<file path="src/io_regs_pkg.sv">
// Register map, port pin constants and host bus / port access structs
`default_nettype none

package io_regs_pkg;

	localparam int NUM_PORTS = 3;
	localparam int PIN_W = 7;
	localparam int ADDR_W = 4;
	localparam int SER_REGS = 3;	// txd, rxd, serial control per port

	// Pins with a fixed role
	localparam int PIN_TX = 4;
	localparam int PIN_RX = 5;
	localparam int PIN_INT = 6;

	//////////////////////////////////////////////////
	// Register map
	localparam logic [ADDR_W-1:0] ADDR_VERSION = 4'd0;
	localparam logic [ADDR_W-1:0] ADDR_DATA_BASE = 4'd1;
	localparam logic [ADDR_W-1:0] ADDR_CTRL_BASE = 4'd4;
	localparam logic [ADDR_W-1:0] ADDR_SER_BASE = 4'd7;

	localparam logic [7:0] VERSION_ID = 8'ha1;

	typedef struct packed {
		logic we;
		logic rd;
		logic [ADDR_W-1:0] addr;
		logic [7:0] wdata;
	} bus_req_t;

	typedef struct packed {
		logic data_we;
		logic ctrl_we;
		logic txd_we;
		logic sctrl_we;
		logic rxd_rd;
		logic [7:0] wdata;
	} port_wr_t;

	typedef struct packed {
		logic [7:0] data;
		logic [7:0] ctrl;
		logic [7:0] txd;
		logic [7:0] rxd;
		logic [7:0] status;
	} port_rd_t;

	typedef struct packed {
		logic [1:0] rate;
		logic rx_en;
		logic tx_en;
		logic rx_irq_en;
	} ser_ctrl_t;

endpackage

`default_nettype wire

</file>
<file path="src/io_serial_pkg.sv">
// Serial frame constants, baud rate taps and tick strobe struct
`default_nettype none

package io_serial_pkg;

	localparam int FRAME_BITS = 8;
	localparam int FRAME_LEN = FRAME_BITS + 2;	// Start and stop bits added
	localparam int OVERSAMPLE = 16;
	localparam int PRESCALE = 2;
	localparam int NUM_RATES = 4;

	// Base ticks per receive tick, by rate
	localparam logic [NUM_RATES-1:0][15:0] RX_TAPS = {16'd16, 16'd4, 16'd2, 16'd1};

	typedef struct packed {
		logic [NUM_RATES-1:0] rx_tick;
		logic [NUM_RATES-1:0] tx_tick;
	} baud_ticks_t;

endpackage

`default_nettype wire

</file>
<file path="src/io_baud_gen.sv">
// Baud generator: prescaler and divider chain giving rx and tx tick strobes
`timescale 1ns/100ps
`default_nettype none

module io_baud_gen
	import io_serial_pkg::*;
(
	input wire logic MCLK,
	input wire logic reset_i,
	output baud_ticks_t ticks_o
);

	localparam int PRE_W = (PRESCALE > 1) ? $clog2(PRESCALE) : 1;
	localparam int DIV_W = $clog2(RX_TAPS[NUM_RATES-1] * OVERSAMPLE);

	logic [PRE_W-1:0] pre_cnt;
	logic [DIV_W-1:0] div_cnt;
	logic base_tick;

	assign base_tick = (pre_cnt == PRE_W'(PRESCALE - 1));

	always_ff @(posedge MCLK)
	begin
		if (reset_i)
		begin
			pre_cnt <= '0;
			div_cnt <= '0;
		end
		else
		begin
			pre_cnt <= base_tick ? '0 : pre_cnt + 1'b1;
			if (base_tick)
				div_cnt <= div_cnt + 1'b1;	// Free running
		end
	end

	// Each tap fires when the low bits of the divider are zero
	always_comb
	begin
		for (int r = 0; r < NUM_RATES; r++)
		begin
			ticks_o.rx_tick[r] = base_tick &&
				((div_cnt & DIV_W'(RX_TAPS[r] - 1)) == '0);
			ticks_o.tx_tick[r] = base_tick &&
				((div_cnt & DIV_W'(RX_TAPS[r] * OVERSAMPLE - 1)) == '0);
		end
	end

endmodule

`default_nettype wire

</file>
<file path="src/io_uart_tx.sv">
// Serial transmitter: frame shifter, bit counter and busy flag
`timescale 1ns/100ps
`default_nettype none

module io_uart_tx
	import io_regs_pkg::*, io_serial_pkg::*;
(
	input wire logic MCLK,
	input wire logic reset_i,
	input wire logic tx_tick_i,
	input wire logic txd_we_i,
	input wire logic [7:0] txd_i,
	input wire logic tx_en_i,
	output logic tx_line_o,
	output logic tx_busy_o
);

	localparam int BC_W = $clog2(FRAME_LEN);

	logic pend;	// Byte waiting for a frame slot
	logic sending;
	logic [BC_W-1:0] bit_cnt;
	logic [FRAME_LEN-1:0] shifter;
	logic frame_slot;

	// Idle tick or end of stop bit
	assign frame_slot = tx_tick_i && (!sending || bit_cnt == BC_W'(FRAME_LEN - 1));

	always_ff @(posedge MCLK)
	begin
		if (reset_i)
		begin
			pend <= 1'b0;
			sending <= 1'b0;
			bit_cnt <= '0;
			shifter <= '1;
		end
		else
		begin
			if (tx_en_i && frame_slot)
				pend <= 1'b0;
			if (txd_we_i)
				pend <= 1'b1;	// Later write replaces the waiting byte

			if (!tx_en_i)
			begin
				sending <= 1'b0;
				bit_cnt <= '0;
				shifter <= '1;
			end
			else if (frame_slot)
			begin
				sending <= pend;
				bit_cnt <= '0;
				shifter <= pend ? {1'b1, txd_i, 1'b0} : '1;	// Stop, data, start
			end
			else if (tx_tick_i)
			begin
				bit_cnt <= bit_cnt + 1'b1;
				shifter <= {1'b1, shifter[FRAME_LEN-1:1]};	// LSB first
			end
		end
	end

	assign tx_line_o = shifter[0];
	assign tx_busy_o = pend || sending;

endmodule

`default_nettype wire

</file>
<file path="src/io_uart_rx.sv">
// Serial receiver: oversampled start detect, data shifter, ready and error flags
`timescale 1ns/100ps
`default_nettype none

module io_uart_rx
	import io_regs_pkg::*, io_serial_pkg::*;
(
	input wire logic MCLK,
	input wire logic reset_i,
	input wire logic rx_tick_i,
	input wire logic rx_line_i,
	input wire logic rx_en_i,
	input wire logic rxd_rd_i,
	output logic [7:0] rxd_o,
	output logic rx_ready_o,
	output logic rx_error_o
);

	localparam int TC_W = $clog2(OVERSAMPLE);
	localparam int BC_W = $clog2(FRAME_BITS);

	typedef enum logic [1:0] {
		RX_IDLE,
		RX_START,
		RX_DATA,
		RX_STOP
	} rx_phase_t;

	rx_phase_t phase;
	logic [TC_W-1:0] tick_cnt;
	logic [BC_W-1:0] bit_cnt;
	logic [1:0] line_sync;
	logic line_s;
	logic sample_pt;
	logic [FRAME_BITS-1:0] shifter;
	logic [FRAME_BITS-1:0] rxd_q;

	assign line_s = line_sync[1];

	// Half a bit for the start bit, full bits after it
	assign sample_pt = rx_tick_i && ((phase == RX_START) ?
		(tick_cnt == TC_W'(OVERSAMPLE / 2 - 1)) :
		(tick_cnt == TC_W'(OVERSAMPLE - 1)));

	always_ff @(posedge MCLK)
	begin
		if (reset_i)
		begin
			line_sync <= '1;
			phase <= RX_IDLE;
			tick_cnt <= '0;
			bit_cnt <= '0;
			rx_ready_o <= 1'b0;
			rx_error_o <= 1'b0;
		end
		else
		begin
			line_sync <= {line_sync[0], rx_line_i};
			if (rxd_rd_i)
			begin
				rx_ready_o <= 1'b0;
				rx_error_o <= 1'b0;
			end

			if (!rx_en_i)
				phase <= RX_IDLE;
			else if (rx_tick_i)
			begin
				tick_cnt <= sample_pt ? '0 : tick_cnt + 1'b1;
				case (phase)
					RX_IDLE:
					begin
						tick_cnt <= '0;
						if (!line_s)
							phase <= RX_START;
					end
					RX_START:
						if (sample_pt)
						begin
							bit_cnt <= '0;
							phase <= line_s ? RX_IDLE : RX_DATA;	// Glitch rejected
						end
					RX_DATA:
						if (sample_pt)
						begin
							bit_cnt <= bit_cnt + 1'b1;
							if (bit_cnt == BC_W'(FRAME_BITS - 1))
								phase <= RX_STOP;
						end
					default:
						if (sample_pt)
						begin
							rx_ready_o <= 1'b1;
							rx_error_o <= !line_s;	// Low stop bit
							phase <= RX_IDLE;
						end
				endcase
			end
		end
	end

	always_ff @(posedge MCLK)
	begin
		if (phase == RX_DATA && sample_pt)
			shifter <= {line_s, shifter[FRAME_BITS-1:1]};
		if (phase == RX_STOP && sample_pt)
			rxd_q <= shifter;
	end

	assign rxd_o = rxd_q;

endmodule

`default_nettype wire

</file>
<file path="src/io_port.sv">
// Controller port: data, control and serial registers, pin drive and interrupt
`timescale 1ns/100ps
`default_nettype none

module io_port
	import io_regs_pkg::*, io_serial_pkg::*;
(
	input wire logic MCLK,
	input wire logic reset_i,
	input wire port_wr_t wr_i,
	input wire baud_ticks_t ticks_i,
	input wire logic [PIN_W-1:0] pin_i,
	output logic [PIN_W-1:0] pin_o,
	output logic [PIN_W-1:0] pin_oe_o,
	output port_rd_t rd_o,
	output logic irq_o
);

	logic [7:0] data_q;
	logic [7:0] ctrl_q;
	logic [7:0] txd_q;
	ser_ctrl_t sctrl_q;
	logic rx_tick;
	logic tx_tick;
	logic tx_line;
	logic tx_busy;
	logic [7:0] rxd;
	logic rx_ready;
	logic rx_error;

	always_ff @(posedge MCLK)
	begin
		if (reset_i)
		begin
			ctrl_q <= '0;
			sctrl_q <= '0;
		end
		else
		begin
			if (wr_i.ctrl_we)
				ctrl_q <= wr_i.wdata;
			if (wr_i.sctrl_we)
				sctrl_q <= ser_ctrl_t'(wr_i.wdata[7:3]);
		end
	end

	always_ff @(posedge MCLK)
	begin
		if (wr_i.data_we)
			data_q <= wr_i.wdata;
		if (wr_i.txd_we)
			txd_q <= wr_i.wdata;
	end

	assign rx_tick = ticks_i.rx_tick[sctrl_q.rate];
	assign tx_tick = ticks_i.tx_tick[sctrl_q.rate];

	io_uart_tx u_tx (
		.MCLK(MCLK),
		.reset_i(reset_i),
		.tx_tick_i(tx_tick),
		.txd_we_i(wr_i.txd_we),
		.txd_i(txd_q),
		.tx_en_i(sctrl_q.tx_en),
		.tx_line_o(tx_line),
		.tx_busy_o(tx_busy)
	);

	io_uart_rx u_rx (
		.MCLK(MCLK),
		.reset_i(reset_i),
		.rx_tick_i(rx_tick),
		.rx_line_i(pin_i[PIN_RX]),
		.rx_en_i(sctrl_q.rx_en),
		.rxd_rd_i(wr_i.rxd_rd),
		.rxd_o(rxd),
		.rx_ready_o(rx_ready),
		.rx_error_o(rx_error)
	);

	//////////////////////////////////////////////////
	// Pin drive, serial enables override direction
	always_comb
	begin
		pin_o = data_q[PIN_W-1:0];
		pin_oe_o = ctrl_q[PIN_W-1:0];
		if (sctrl_q.tx_en)
		begin
			pin_o[PIN_TX] = tx_line;
			pin_oe_o[PIN_TX] = 1'b1;
		end
		if (sctrl_q.rx_en)
			pin_oe_o[PIN_RX] = 1'b0;
	end

	assign rd_o.data = {data_q[7], pin_i};
	assign rd_o.ctrl = ctrl_q;
	assign rd_o.txd = txd_q;
	assign rd_o.rxd = rxd;
	assign rd_o.status = {sctrl_q, rx_error, rx_ready, tx_busy};

	// Control bit 7 enables the pin 6 interrupt
	assign irq_o = (ctrl_q[7] && !pin_i[PIN_INT]) || (rx_ready && sctrl_q.rx_irq_en);

endmodule

`default_nettype wire

</file>
<file path="src/io_reg_access.sv">
// Register access: address decode, port strobes, read mux and read data register
`timescale 1ns/100ps
`default_nettype none

module io_reg_access
	import io_regs_pkg::*;
(
	input wire logic MCLK,
	input wire logic reset_i,
	input wire bus_req_t bus_req_i,
	input wire port_rd_t [NUM_PORTS-1:0] port_rd_i,
	output port_wr_t [NUM_PORTS-1:0] port_wr_o,
	output logic [7:0] rdata_o,
	output logic rd_valid_o
);

	logic [7:0] rd_mux;

	//////////////////////////////////////////////////
	// Decode
	always_comb
	begin
		rd_mux = 8'h00;
		if (bus_req_i.addr == ADDR_VERSION)
			rd_mux = VERSION_ID;

		for (int p = 0; p < NUM_PORTS; p++)
		begin
			logic [ADDR_W-1:0] data_addr;
			logic [ADDR_W-1:0] ctrl_addr;
			logic [ADDR_W-1:0] ser_addr;

			data_addr = ADDR_DATA_BASE + ADDR_W'(p);
			ctrl_addr = ADDR_CTRL_BASE + ADDR_W'(p);
			ser_addr = ADDR_SER_BASE + ADDR_W'(SER_REGS * p);	// Start of serial group

			port_wr_o[p].wdata = bus_req_i.wdata;
			port_wr_o[p].data_we = bus_req_i.we && (bus_req_i.addr == data_addr);
			port_wr_o[p].ctrl_we = bus_req_i.we && (bus_req_i.addr == ctrl_addr);
			port_wr_o[p].txd_we = bus_req_i.we && (bus_req_i.addr == ser_addr);
			port_wr_o[p].sctrl_we = bus_req_i.we && (bus_req_i.addr == ser_addr + 2'd2);
			port_wr_o[p].rxd_rd = bus_req_i.rd && (bus_req_i.addr == ser_addr + 2'd1);

			if (bus_req_i.addr == data_addr)
				rd_mux = port_rd_i[p].data;
			if (bus_req_i.addr == ctrl_addr)
				rd_mux = port_rd_i[p].ctrl;
			if (bus_req_i.addr == ser_addr)
				rd_mux = port_rd_i[p].txd;
			if (bus_req_i.addr == ser_addr + 2'd1)
				rd_mux = port_rd_i[p].rxd;
			if (bus_req_i.addr == ser_addr + 2'd2)
				rd_mux = port_rd_i[p].status;
		end
	end

	//////////////////////////////////////////////////
	// Read data, one cycle after the strobe
	always_ff @(posedge MCLK)
	begin
		if (reset_i)
			rd_valid_o <= 1'b0;
		else
			rd_valid_o <= bus_req_i.rd;
	end

	always_ff @(posedge MCLK)
	begin
		if (bus_req_i.rd)
			rdata_o <= rd_mux;	// Held until next read
	end

endmodule

`default_nettype wire

</file>
<file path="src/io_ctrl.sv">
// I/O controller top: baud generator, register access and three controller ports
`timescale 1ns/100ps
`default_nettype none

module io_ctrl
	import io_regs_pkg::*, io_serial_pkg::*;
(
	input wire logic MCLK,
	input wire logic reset_i,
	input wire bus_req_t bus_req_i,
	input wire logic [PIN_W-1:0] pin_a_i,
	input wire logic [PIN_W-1:0] pin_b_i,
	input wire logic [PIN_W-1:0] pin_c_i,
	output logic [PIN_W-1:0] pin_a_o,
	output logic [PIN_W-1:0] pin_b_o,
	output logic [PIN_W-1:0] pin_c_o,
	output logic [PIN_W-1:0] pin_a_oe_o,
	output logic [PIN_W-1:0] pin_b_oe_o,
	output logic [PIN_W-1:0] pin_c_oe_o,
	output logic [7:0] rdata_o,
	output logic rd_valid_o,
	output logic irq_o
);

	baud_ticks_t ticks;
	port_wr_t [NUM_PORTS-1:0] port_wr;
	port_rd_t [NUM_PORTS-1:0] port_rd;
	logic [NUM_PORTS-1:0] port_irq;

	io_baud_gen u_baud_gen (.MCLK(MCLK), .reset_i(reset_i), .ticks_o(ticks));

	io_reg_access u_reg_access (
		.MCLK(MCLK),
		.reset_i(reset_i),
		.bus_req_i(bus_req_i),
		.port_rd_i(port_rd),
		.port_wr_o(port_wr),
		.rdata_o(rdata_o),
		.rd_valid_o(rd_valid_o)
	);

	io_port u_port_a (.MCLK(MCLK), .reset_i(reset_i), .wr_i(port_wr[0]), .ticks_i(ticks),
		.pin_i(pin_a_i), .pin_o(pin_a_o), .pin_oe_o(pin_a_oe_o),
		.rd_o(port_rd[0]), .irq_o(port_irq[0]));

	io_port u_port_b (.MCLK(MCLK), .reset_i(reset_i), .wr_i(port_wr[1]), .ticks_i(ticks),
		.pin_i(pin_b_i), .pin_o(pin_b_o), .pin_oe_o(pin_b_oe_o),
		.rd_o(port_rd[1]), .irq_o(port_irq[1]));

	io_port u_port_c (.MCLK(MCLK), .reset_i(reset_i), .wr_i(port_wr[2]), .ticks_i(ticks),
		.pin_i(pin_c_i), .pin_o(pin_c_o), .pin_oe_o(pin_c_oe_o),
		.rd_o(port_rd[2]), .irq_o(port_irq[2]));

	assign irq_o = |port_irq;	// Merged host interrupt

endmodule

`default_nettype wire

</file>
<file path="config.mk">
export PLATFORM = sky130hd
export DESIGN_NAME = io_ctrl
export DESIGN_NICKNAME = d
export VERILOG_FILES = /design/src/io_regs_pkg.sv /design/src/io_serial_pkg.sv /design/src/io_baud_gen.sv /design/src/io_uart_tx.sv /design/src/io_uart_rx.sv /design/src/io_port.sv /design/src/io_reg_access.sv /design/src/io_ctrl.sv
export SDC_FILE = /design/constraint.sdc
export NUM_CORES = 1
export LEC_CHECK = 0
export BUFFER_PORTS_ARGS = -buffer_cell sky130_fd_sc_hd__buf_2
export CORE_ASPECT_RATIO = 1.1
export CORE_MARGIN = 10
export CORE_UTILIZATION = 50
export CTS_CLUSTER_SIZE = 40
export DETAILED_ROUTE_END_ITERATION = 7
export GPL_ROUTABILITY_DRIVEN = 0
export HOLD_SLACK_MARGIN = 0.03
export PLACE_DENSITY = 0.64
export SYNTH_ARGS = -nofsm -noshare
export SYNTH_HDL_FRONTEND = slang
export SYNTH_HIERARCHICAL = 1
export SYNTH_SLANG_ARGS = --single-unit
</file>
<file path="constraint.sdc">
create_clock -name MCLK -period 7.4 [get_ports MCLK]
set_input_delay 1.48 -clock MCLK [delete_from_list [all_inputs] [get_ports MCLK]]
set_output_delay 1.48 -clock MCLK [all_outputs]
set_load 0.03 [all_outputs]
</file>
==> out/qor.yml, run 1 <==
setup_path:
  buffering_stage_count_on_the_worst_path_with_inverters_included: 2
  cp-end-kind: "output port"
  path_cells: "buf_2, o21ai_0, or3_1, buf_2"
  crit_top_cell: "sky130_fd_sc_hd__buf_2"
  path_max_fanout: 2
  timing.critical_path.arrival_ps: 2330
  cpPeakStageDelay_ps: 430
  critPathLaunchType: "input pin"
  critical_path_class: "input pin to output port"
  cp_top_family: "simple AND/OR/NAND/NOR gates"
  timing.critical_path.slowest_stage_cell: "sky130_fd_sc_hd__or3_1"
  worst-endpoint-required_ps: 5920
global_routing:
  grt.total_usage: 0.1829
  grt_pass1_wl_mm: 45.45
  grt_antenna_before_repair: 2
  grt_pass1_vias: 7978
  grt.overflow.total: 0
  grt_start_max_net_pins: 63
sta:
  period_needed_ps: 3805
  worst_relative_slew_slack: 0.1851
  slew_viol_final: 0
  setup_violations_final: 0
  worst_slew_pin_slew_ps: 1213
  report.final.hold_viol_count: 0
  timing.fmax_mhz: 262.8
  final_min_period_over_clock_period: 0.5143
  finalSetupTns_ps: 0
  skew_ps: 9.980
  post-route-worst-setup-slack_ps: 3595
  unrepaired_setup_endpoints_after_global_routing: "no"
synth:
  avgSynthCellArea_sq_um: 10.60
  ys.warnings.count: 6
  synth_compound_area_frac: 0.1613
  synth_ff_type: "sky130_fd_sc_hd__dfxtp_1"
  yosys.area_share.xor_xnor: 0.01249
  post_synth_main_area_contributors: "sky130_fd_sc_hd__edfxtp_1 26%, sky130_fd_sc_hd__dfxtp_1 22%, sky130_fd_sc_hd__buf_4 6.4%"
  combinational_family_with_the_most_area_after_synthesis: "compound AO/OA/AOI/OAI gates"
  syn_nets: 1179
  netlist.top_cell.by_area: "sky130_fd_sc_hd__edfxtp_1"
  synth_seq_area_share: 0.4853
  yosysUniqueCellTypes: 83
  post_synth_instance_area_sq_um: 11920
  syn_inst: 1125
  ys_seq_elements: 237
  synth-adder-area-share: 0.01784
  synth_top_area_share: 0.2620
  synth.top_cells.by_count: "133 x sky130_fd_sc_hd__dfxtp_1, 104 x sky130_fd_sc_hd__edfxtp_1, 103 x sky130_fd_sc_hd__nor2_1"
  synthArstFlopShare: 0
  synth-simple-area-share: 0.1449
  yosysMostFrequentCell: "sky130_fd_sc_hd__dfxtp_1"
  post_synth_mux_area_share: 0.06927
  synth-edff-count: 104
die:
  die_area_sq_um: 30430
  start_util: 0.5062
  pin_count: 89
  core_area_sq_um: 23550
  num_rows: 59
  dieWidth_um: 167.2
  dieHeight_um: 182.0
clocking:
  htreeDepth: 1
  cts_hold_repair.buffers: 0
  tritoncts: "yes"
  cts-resized-gates: 0
  cts_buffer_depth: 3
  clock_insertion_delay_worst_skew_ps: 530
  clockRootBuffer: "sky130_fd_sc_hd__clkbuf_16"
  clk_pin_slew_ps: 60
  cts.repair_timing.setup_buffer_count: 0
  clock-sinks: 237
  tritoncts.num_buffers: 26
detailed_routing:
  route.antenna.remaining_nets: 0
  dr.first_iter.drc_count: 739
  drc: 0
  dr_vias_cell: 5.948
  route.detailed.wl_per_inst_um: 20.73
  via_count: 8404
  drt_first_pass_iters: 5
  postRouteWirelength_mm: 29.29
finish:
  post-route-util: 0.5342
  multi_input_area_sq_um: 4843
  fillerInstances: 2094
  share_of_post_route_cells_with_drive_strength_above_1: 0.1733
  areaGrowthSynthToFinish_pct: 5.531
  nets: 1142
  area_taken_by_flip_flops_and_latches_sq_um: 5786
  n_antenna_cell: 0
  final_cell_area_sq_um: 12580
power:
  worst_ir_drop_vdd_uv: 129.0
  powerDensity_nw_per_um2: 232.1
  power.static_leakage_nw: 4.693
run_status:
  run_status: "complete, no violations"
min_path:
  holdCritPathClass: "flip-flop to flip-flop"
run:
  timing.max_cap.violations: 0
placement:
  post-place-ws_ps: 3451
  place_hpwl_mm: 20.46
  area_post_placement_sq_um: 11690
  numPortBuffers: 88
-- layout by cell type (no fill, tap or decap), types with 7 or more instances in the layout --
cell type,n
sky130_fd_sc_hd__inv_1,49
sky130_fd_sc_hd__nand2b_1,8
sky130_fd_sc_hd__o22ai_1,15
sky130_fd_sc_hd__ha_1,17
sky130_fd_sc_hd__nor3_1,29
sky130_fd_sc_hd__a221oi_1,23
sky130_fd_sc_hd__mux2i_1,51
sky130_fd_sc_hd__a21o_1,30
sky130_fd_sc_hd__and3_1,10
sky130_fd_sc_hd__a22oi_1,12
sky130_fd_sc_hd__a22o_1,10
sky130_fd_sc_hd__or2_2,12
sky130_fd_sc_hd__nand3_1,16
sky130_fd_sc_hd__a211o_1,24
sky130_fd_sc_hd__nor2_1,103
sky130_fd_sc_hd__mux2_2,10
sky130_fd_sc_hd__nand2_1,57
sky130_fd_sc_hd__clkbuf_16,29
sky130_fd_sc_hd__edfxtp_1,104
sky130_fd_sc_hd__a21oi_1,41
sky130_fd_sc_hd__xor2_1,11
sky130_fd_sc_hd__buf_2,88
sky130_fd_sc_hd__o21ai_1,7
sky130_fd_sc_hd__nor2b_1,17
sky130_fd_sc_hd__nor3b_1,10
sky130_fd_sc_hd__and2_1,7
sky130_fd_sc_hd__o21ai_0,33
sky130_fd_sc_hd__dfxtp_1,133
-- through the flow --
stage	total power, W	instances	hold WS (ps)
5_1_grt	0.003018	1413	423.3
2_1_floorplan	0.001590	1125	389.5
6_report	0.002919	1413	409.5
4_1_cts	0.002939	1413	409.6
3_3_place_gp	0.001633	1365	392.1
3_5_place_dp	0.001634	1365	393.8
-- final timing paths --
check | end | slack, ps | cells after the start | start
setup reg to reg | u_port_c/u_rx/bit_cnt[0]$_SDFFE_PP0P_ | 4190 | 7 | u_baud_gen/base_tick$_SDFF_PP0_
hold / removal | u_port_c/u_rx/line_sync[1]$_SDFF_PP1_ | 410 | 1 | u_port_c/u_rx/line_sync[0]$_SDFF_PP1_
hold reg to reg | u_port_c/u_rx/line_sync[1]$_SDFF_PP1_ | 410 | 1 | u_port_c/u_rx/line_sync[0]$_SDFF_PP1_
setup / recovery | irq_o | 3590 | 4 | pin_a_i[6]
-- report_power, final --
part | total (W) | switching (W) | internal (W)
registers | 0.00139 | 0.0000144 | 0.00138
logic | 0.000218 | 0.000150 | 0.0000679
clock network | 0.00131 | 0.000527 | 0.000782
-- state kept, by name, indices dropped and copies added (netlist names), 5 cells and up --
register / cells
u_port_b/data_q: 8
u_port_b/u_rx/rxd_o: 8
u_port_a/u_rx/rxd_o: 8
u_port_a/u_rx/shifter: 8
u_port_a/ctrl_q: 8
u_port_b/u_tx/shifter: 9
u_port_b/rd_o: 5
u_port_b/u_rx/shifter: 8
u_port_b/ctrl_q: 8
u_port_c/data_q: 8
u_port_c/u_rx/shifter: 8
u_port_a/data_q: 8
u_port_a/txd_q: 8
u_port_c/ctrl_q: 8
u_port_b/txd_q: 8
u_reg_access/rdata_o: 8
u_port_a/u_tx/shifter: 9
u_port_c/u_rx/rxd_o: 8
u_port_a/rd_o: 5
u_baud_gen/div_cnt: 8
u_port_c/txd_q: 8
u_port_c/u_tx/shifter: 9
u_port_c/rd_o: 5
-- cell families after synthesis --
family                     Yosys count
muxes                               70
DFF                                237
xor gates and xnor gates            17
and+or+nand+nor                    319
buffers and inverters              210
AOI/OAI and AO/OA                  255
adders and majority gates           17
-- routing by layer --
layer  part of all wire  routed length (um)  up-vias  GRT usage
met5            0.00085                  25        -          0
met4              0.029                 846        4    0.06132
met3              0.069                2027       69    0.03261
met2               0.46               13430      333     0.2917
met1               0.44               12960     4060     0.2456
li1                   -                   -     3938          -
-- area by class of cell --
cell class | count | area share
Inverter | 53 | 0.01641
Timing Repair Buffer | 92 | 0.03739
Sequential cell | 237 | 0.4599
Clock buffer | 33 | 0.06206
Clock inverter | 15 | 0.008951
Tap cell | 305 | 0.03033
Multi-Input combinational cell | 678 | 0.3850
Note: power is estimated with default switching activity, not from simulation.
==> inputs of run 2 (changes only) <==
- PLACE_DENSITY: 0.64 -> 0.67
- clock period: 7.4 -> 3.3 ns (I/O delays scaled with it)
==> run 2 against run 1 <==
Power increased by 120%; cell area increased by 0.83%; wire length increased by 2.0%; sequential cell count unchanged; non-clock buffer count increased by 24; critical path depth increased by 3; clock power increased by 110%; sequential share of layout area decreased by 0.38 points; core utilization increased by 0.44 points; sequential power increased by 120%; global-route usage increased by 0.39 points; first-iteration DRC count increased by 37%; critical endpoint is now u_port_c/u_tx/pend$_SDFFE_PP0P_.
==> out/qor.yml, run 2 (same netlist as run 1, synthesis figures left out) <==
run_status:
  run_status: "complete, no violations"
run:
  timing.max_cap.violations: 0  # unchanged
clocking:
  tritoncts.num_buffers: 25  # -3.8%
  tritoncts: "yes"
  cts_hold_repair.buffers: 0  # unchanged
  cts_buffer_depth: 3  # unchanged
  htreeDepth: 1  # unchanged
  cts.repair_timing.setup_buffer_count: 0  # unchanged
  clk_pin_slew_ps: 60  # about the same
  clockRootBuffer: "sky130_fd_sc_hd__clkbuf_16"
  clock_insertion_delay_worst_skew_ps: 530  # about the same
  cts-resized-gates: 0  # unchanged
  clock-sinks: 237  # unchanged
die:
  dieWidth_um: 167.2  # unchanged
  num_rows: 59  # unchanged
  pin_count: 89  # unchanged
  die_area_sq_um: 30430  # unchanged
  dieHeight_um: 182.0  # unchanged
  start_util: 0.5062  # unchanged
  core_area_sq_um: 23550  # unchanged
global_routing:
  grt_start_max_net_pins: 42  # -33%
  grt.total_usage: 0.1868  # +0.003888
  grt_pass1_vias: 7983  # +0.063%
  grt.overflow.total: 0  # unchanged
  grt_antenna_before_repair: 1  # -1
  grt_pass1_wl_mm: 46.35  # +2.0%
setup_path:
  cp-end-kind: "flip-flop"
  worst-endpoint-required_ps: 3690  # -2230 ps
  timing.critical_path.arrival_ps: 3190  # +860 ps
  critPathLaunchType: "flip-flop"
  critical_path_class: "flip-flop to flip-flop"
  cp_top_family: "simple AND/OR/NAND/NOR gates"
  path_cells: "nand4bb_1, nor3_1, nor3b_1, mux4_1, inv_4, a21oi_4, a311oi_1"
  cpPeakStageDelay_ps: 670  # +240 ps
  timing.critical_path.slowest_stage_cell: "sky130_fd_sc_hd__mux4_1"
  buffering_stage_count_on_the_worst_path_with_inverters_included: 1  # -1
  path_max_fanout: 18  # +16
finish:
  fillerInstances: 2086  # -0.38%
  reg.largest.list: "u_port_a/u_tx/shifter: 9 flops, u_port_b/u_tx/shifter: 9 flops, u_port_c/u_tx/shifter: 9 flops"
  nets: 1165  # +2.0%
  areaGrowthSynthToFinish_pct: 6.402
  mostFrequentLayoutCell: "sky130_fd_sc_hd__dfxtp_1"
  share_of_post_route_cells_with_drive_strength_above_1: 0.1850  # +0.01167
  commonest_non_fill_non_tap_cells_in_the_layout: "133 x sky130_fd_sc_hd__dfxtp_1, 104 x sky130_fd_sc_hd__edfxtp_1, 103 x sky130_fd_sc_hd__nor2_1"
  n_antenna_cell: 0  # unchanged
sta:
  report.final.hold_viol_count: 0  # unchanged
  setup_violations_final: 0  # unchanged
  unrepaired_setup_endpoints_after_global_routing: "no"
  worst_slew_pin_slew_ps: 992.2  # -220.9 ps
  period_needed_ps: 2804
  skew_ps: 20.44  # +10.46 ps
  timing.fmax_mhz: 356.6
  slew_viol_final: 0  # unchanged
  post-route-worst-setup-slack_ps: 495.9  # -3099 ps
  worst_relative_slew_slack: 0.3335  # +0.1484
  final_min_period_over_clock_period: 0.8497
  finalSetupTns_ps: 0  # unchanged
detailed_routing:
  dr_vias_cell: 5.907  # -0.69%
  route.detailed.wl_per_inst_um: 20.83  # +0.47%
  drt_first_pass_iters: 7  # +2
  via_count: 8476  # +0.86%
  drc: 0  # unchanged
  route.antenna.remaining_nets: 0  # unchanged
  dr.first_iter.drc_count: 1012  # +37%
  postRouteWirelength_mm: 29.89  # +2.0%
min_path:
  holdCritPathClass: "input pin to flip-flop"
power:
  powerDensity_nw_per_um2: 502.0  # +120%
  worst_ir_drop_vdd_uv: 294.5  # +130%
  power.static_leakage_nw: 4.782  # +1.9%
  overall_power_after_layout_w: 0.006368  # +120%
placement:
  place_hpwl_mm: 20.87  # +2.0%
  numPortBuffers: 88  # unchanged
  post-place-ws_ps: 444.7  # -3006 ps
## run 2: changes by cell type in the layout (fill, tap and decap cells not counted)
cell | previous run | this run
sky130_fd_sc_hd__buf_12 | 0 | 2
sky130_fd_sc_hd__inv_6 | 1 | 2
sky130_fd_sc_hd__clkinv_4 | 2 | 0
sky130_fd_sc_hd__clkbuf_8 | 4 | 2
sky130_fd_sc_hd__bufinv_16 | 1 | 2
sky130_fd_sc_hd__clkbuf_16 | 29 | 25
sky130_fd_sc_hd__clkinvlp_4 | 2 | 0
sky130_fd_sc_hd__nor3_1 | 29 | 30
sky130_fd_sc_hd__clkinv_2 | 6 | 8
sky130_fd_sc_hd__clkbuf_1 | 0 | 6
sky130_fd_sc_hd__nor3_2 | 1 | 0
sky130_fd_sc_hd__clkinv_1 | 3 | 1
sky130_fd_sc_hd__buf_4 | 4 | 26
## run 2: final timing paths
| check | startpoint | end | slack, ps | cells past startpoint |
|---|---|---|---|---|
| worst max-delay path | u_baud_gen/base_tick$_SDFF_PP0_ | u_port_c/u_tx/pend$_SDFFE_PP0P_ | 500 | 7 |
| worst min-delay path | pin_c_i[5] | u_port_c/u_rx/line_sync[0]$_SDFF_PP1_ | 360 | 2 |
| worst max register to register | u_baud_gen/base_tick$_SDFF_PP0_ | u_port_c/u_tx/pend$_SDFFE_PP0P_ | 500 | 7 |
| worst min register to register | u_port_a/u_rx/line_sync[0]$_SDFF_PP1_ | u_port_a/u_rx/line_sync[1]$_SDFF_PP1_ | 400 | 1 |
## run 2: routing by layer
| layer | global-route usage | part of all wire | vias to the layer above | routed length [um] |
|---|---|---|---|---|
| li1 | - | - | 3986 | - |
| met1 | 0.2507 | 0.44 | 4036 | 13070 |
| met2 | 0.2970 | 0.45 | 386 | 13560 |
| met3 | 0.03153 | 0.077 | 66 | 2301 |
| met4 | 0.06794 | 0.031 | 2 | 939 |
| met5 | 0 | 0.00044 | - | 13 |
## run 2: final cells by class
type / count / area (sq um) / share of cell area
flip-flops and latches: 237 / 5786 / 0.4561
multi-input cells: 678 / 4838 / 0.3814
clock buffers: 33 / 675.6 / 0.05326
repair buffers: 116 / 675.6 / 0.05326
well taps: 305 / 381.6 / 0.03008
inverters: 53 / 206.4 / 0.01628
clock inverters: 13 / 121.4 / 0.009568
## run 2: worst reg2reg max path: stages, from the launching register on
cell                        delay, ps
sky130_fd_sc_hd__dfxtp_1          560
sky130_fd_sc_hd__nand4bb_1        220
sky130_fd_sc_hd__nor3_1           290
sky130_fd_sc_hd__nor3b_1          330
sky130_fd_sc_hd__mux4_1           670
sky130_fd_sc_hd__inv_4            210
sky130_fd_sc_hd__a21oi_4          270
sky130_fd_sc_hd__a311oi_1         140
## run 2: power by group
part / total (W) / leakage, nW / internal (W) / switching [W]
combinational: 0.000507 / 2.36 / 0.000165 / 0.000342
sequential: 0.00312 / 2.02 / 0.00309 / 0.0000330
clock: 0.00274 / 0.400 / 0.00160 / 0.00114
total: 0.00637 / 4.78 / 0.00486 / 0.00151
## run 2: per-stage QoR
step,instances,hold slack (ps),util,cell area (sq um)
floorplan,1125,389.5,-,11920
global placement,1389,391.8,0.5048,11890
detailed placement,1389,397.7,0.5048,11890
CTS,1435,350.7,0.5387,12680
global route,1435,362.9,0.5387,12680
finish,1435,363.4,0.5387,12680
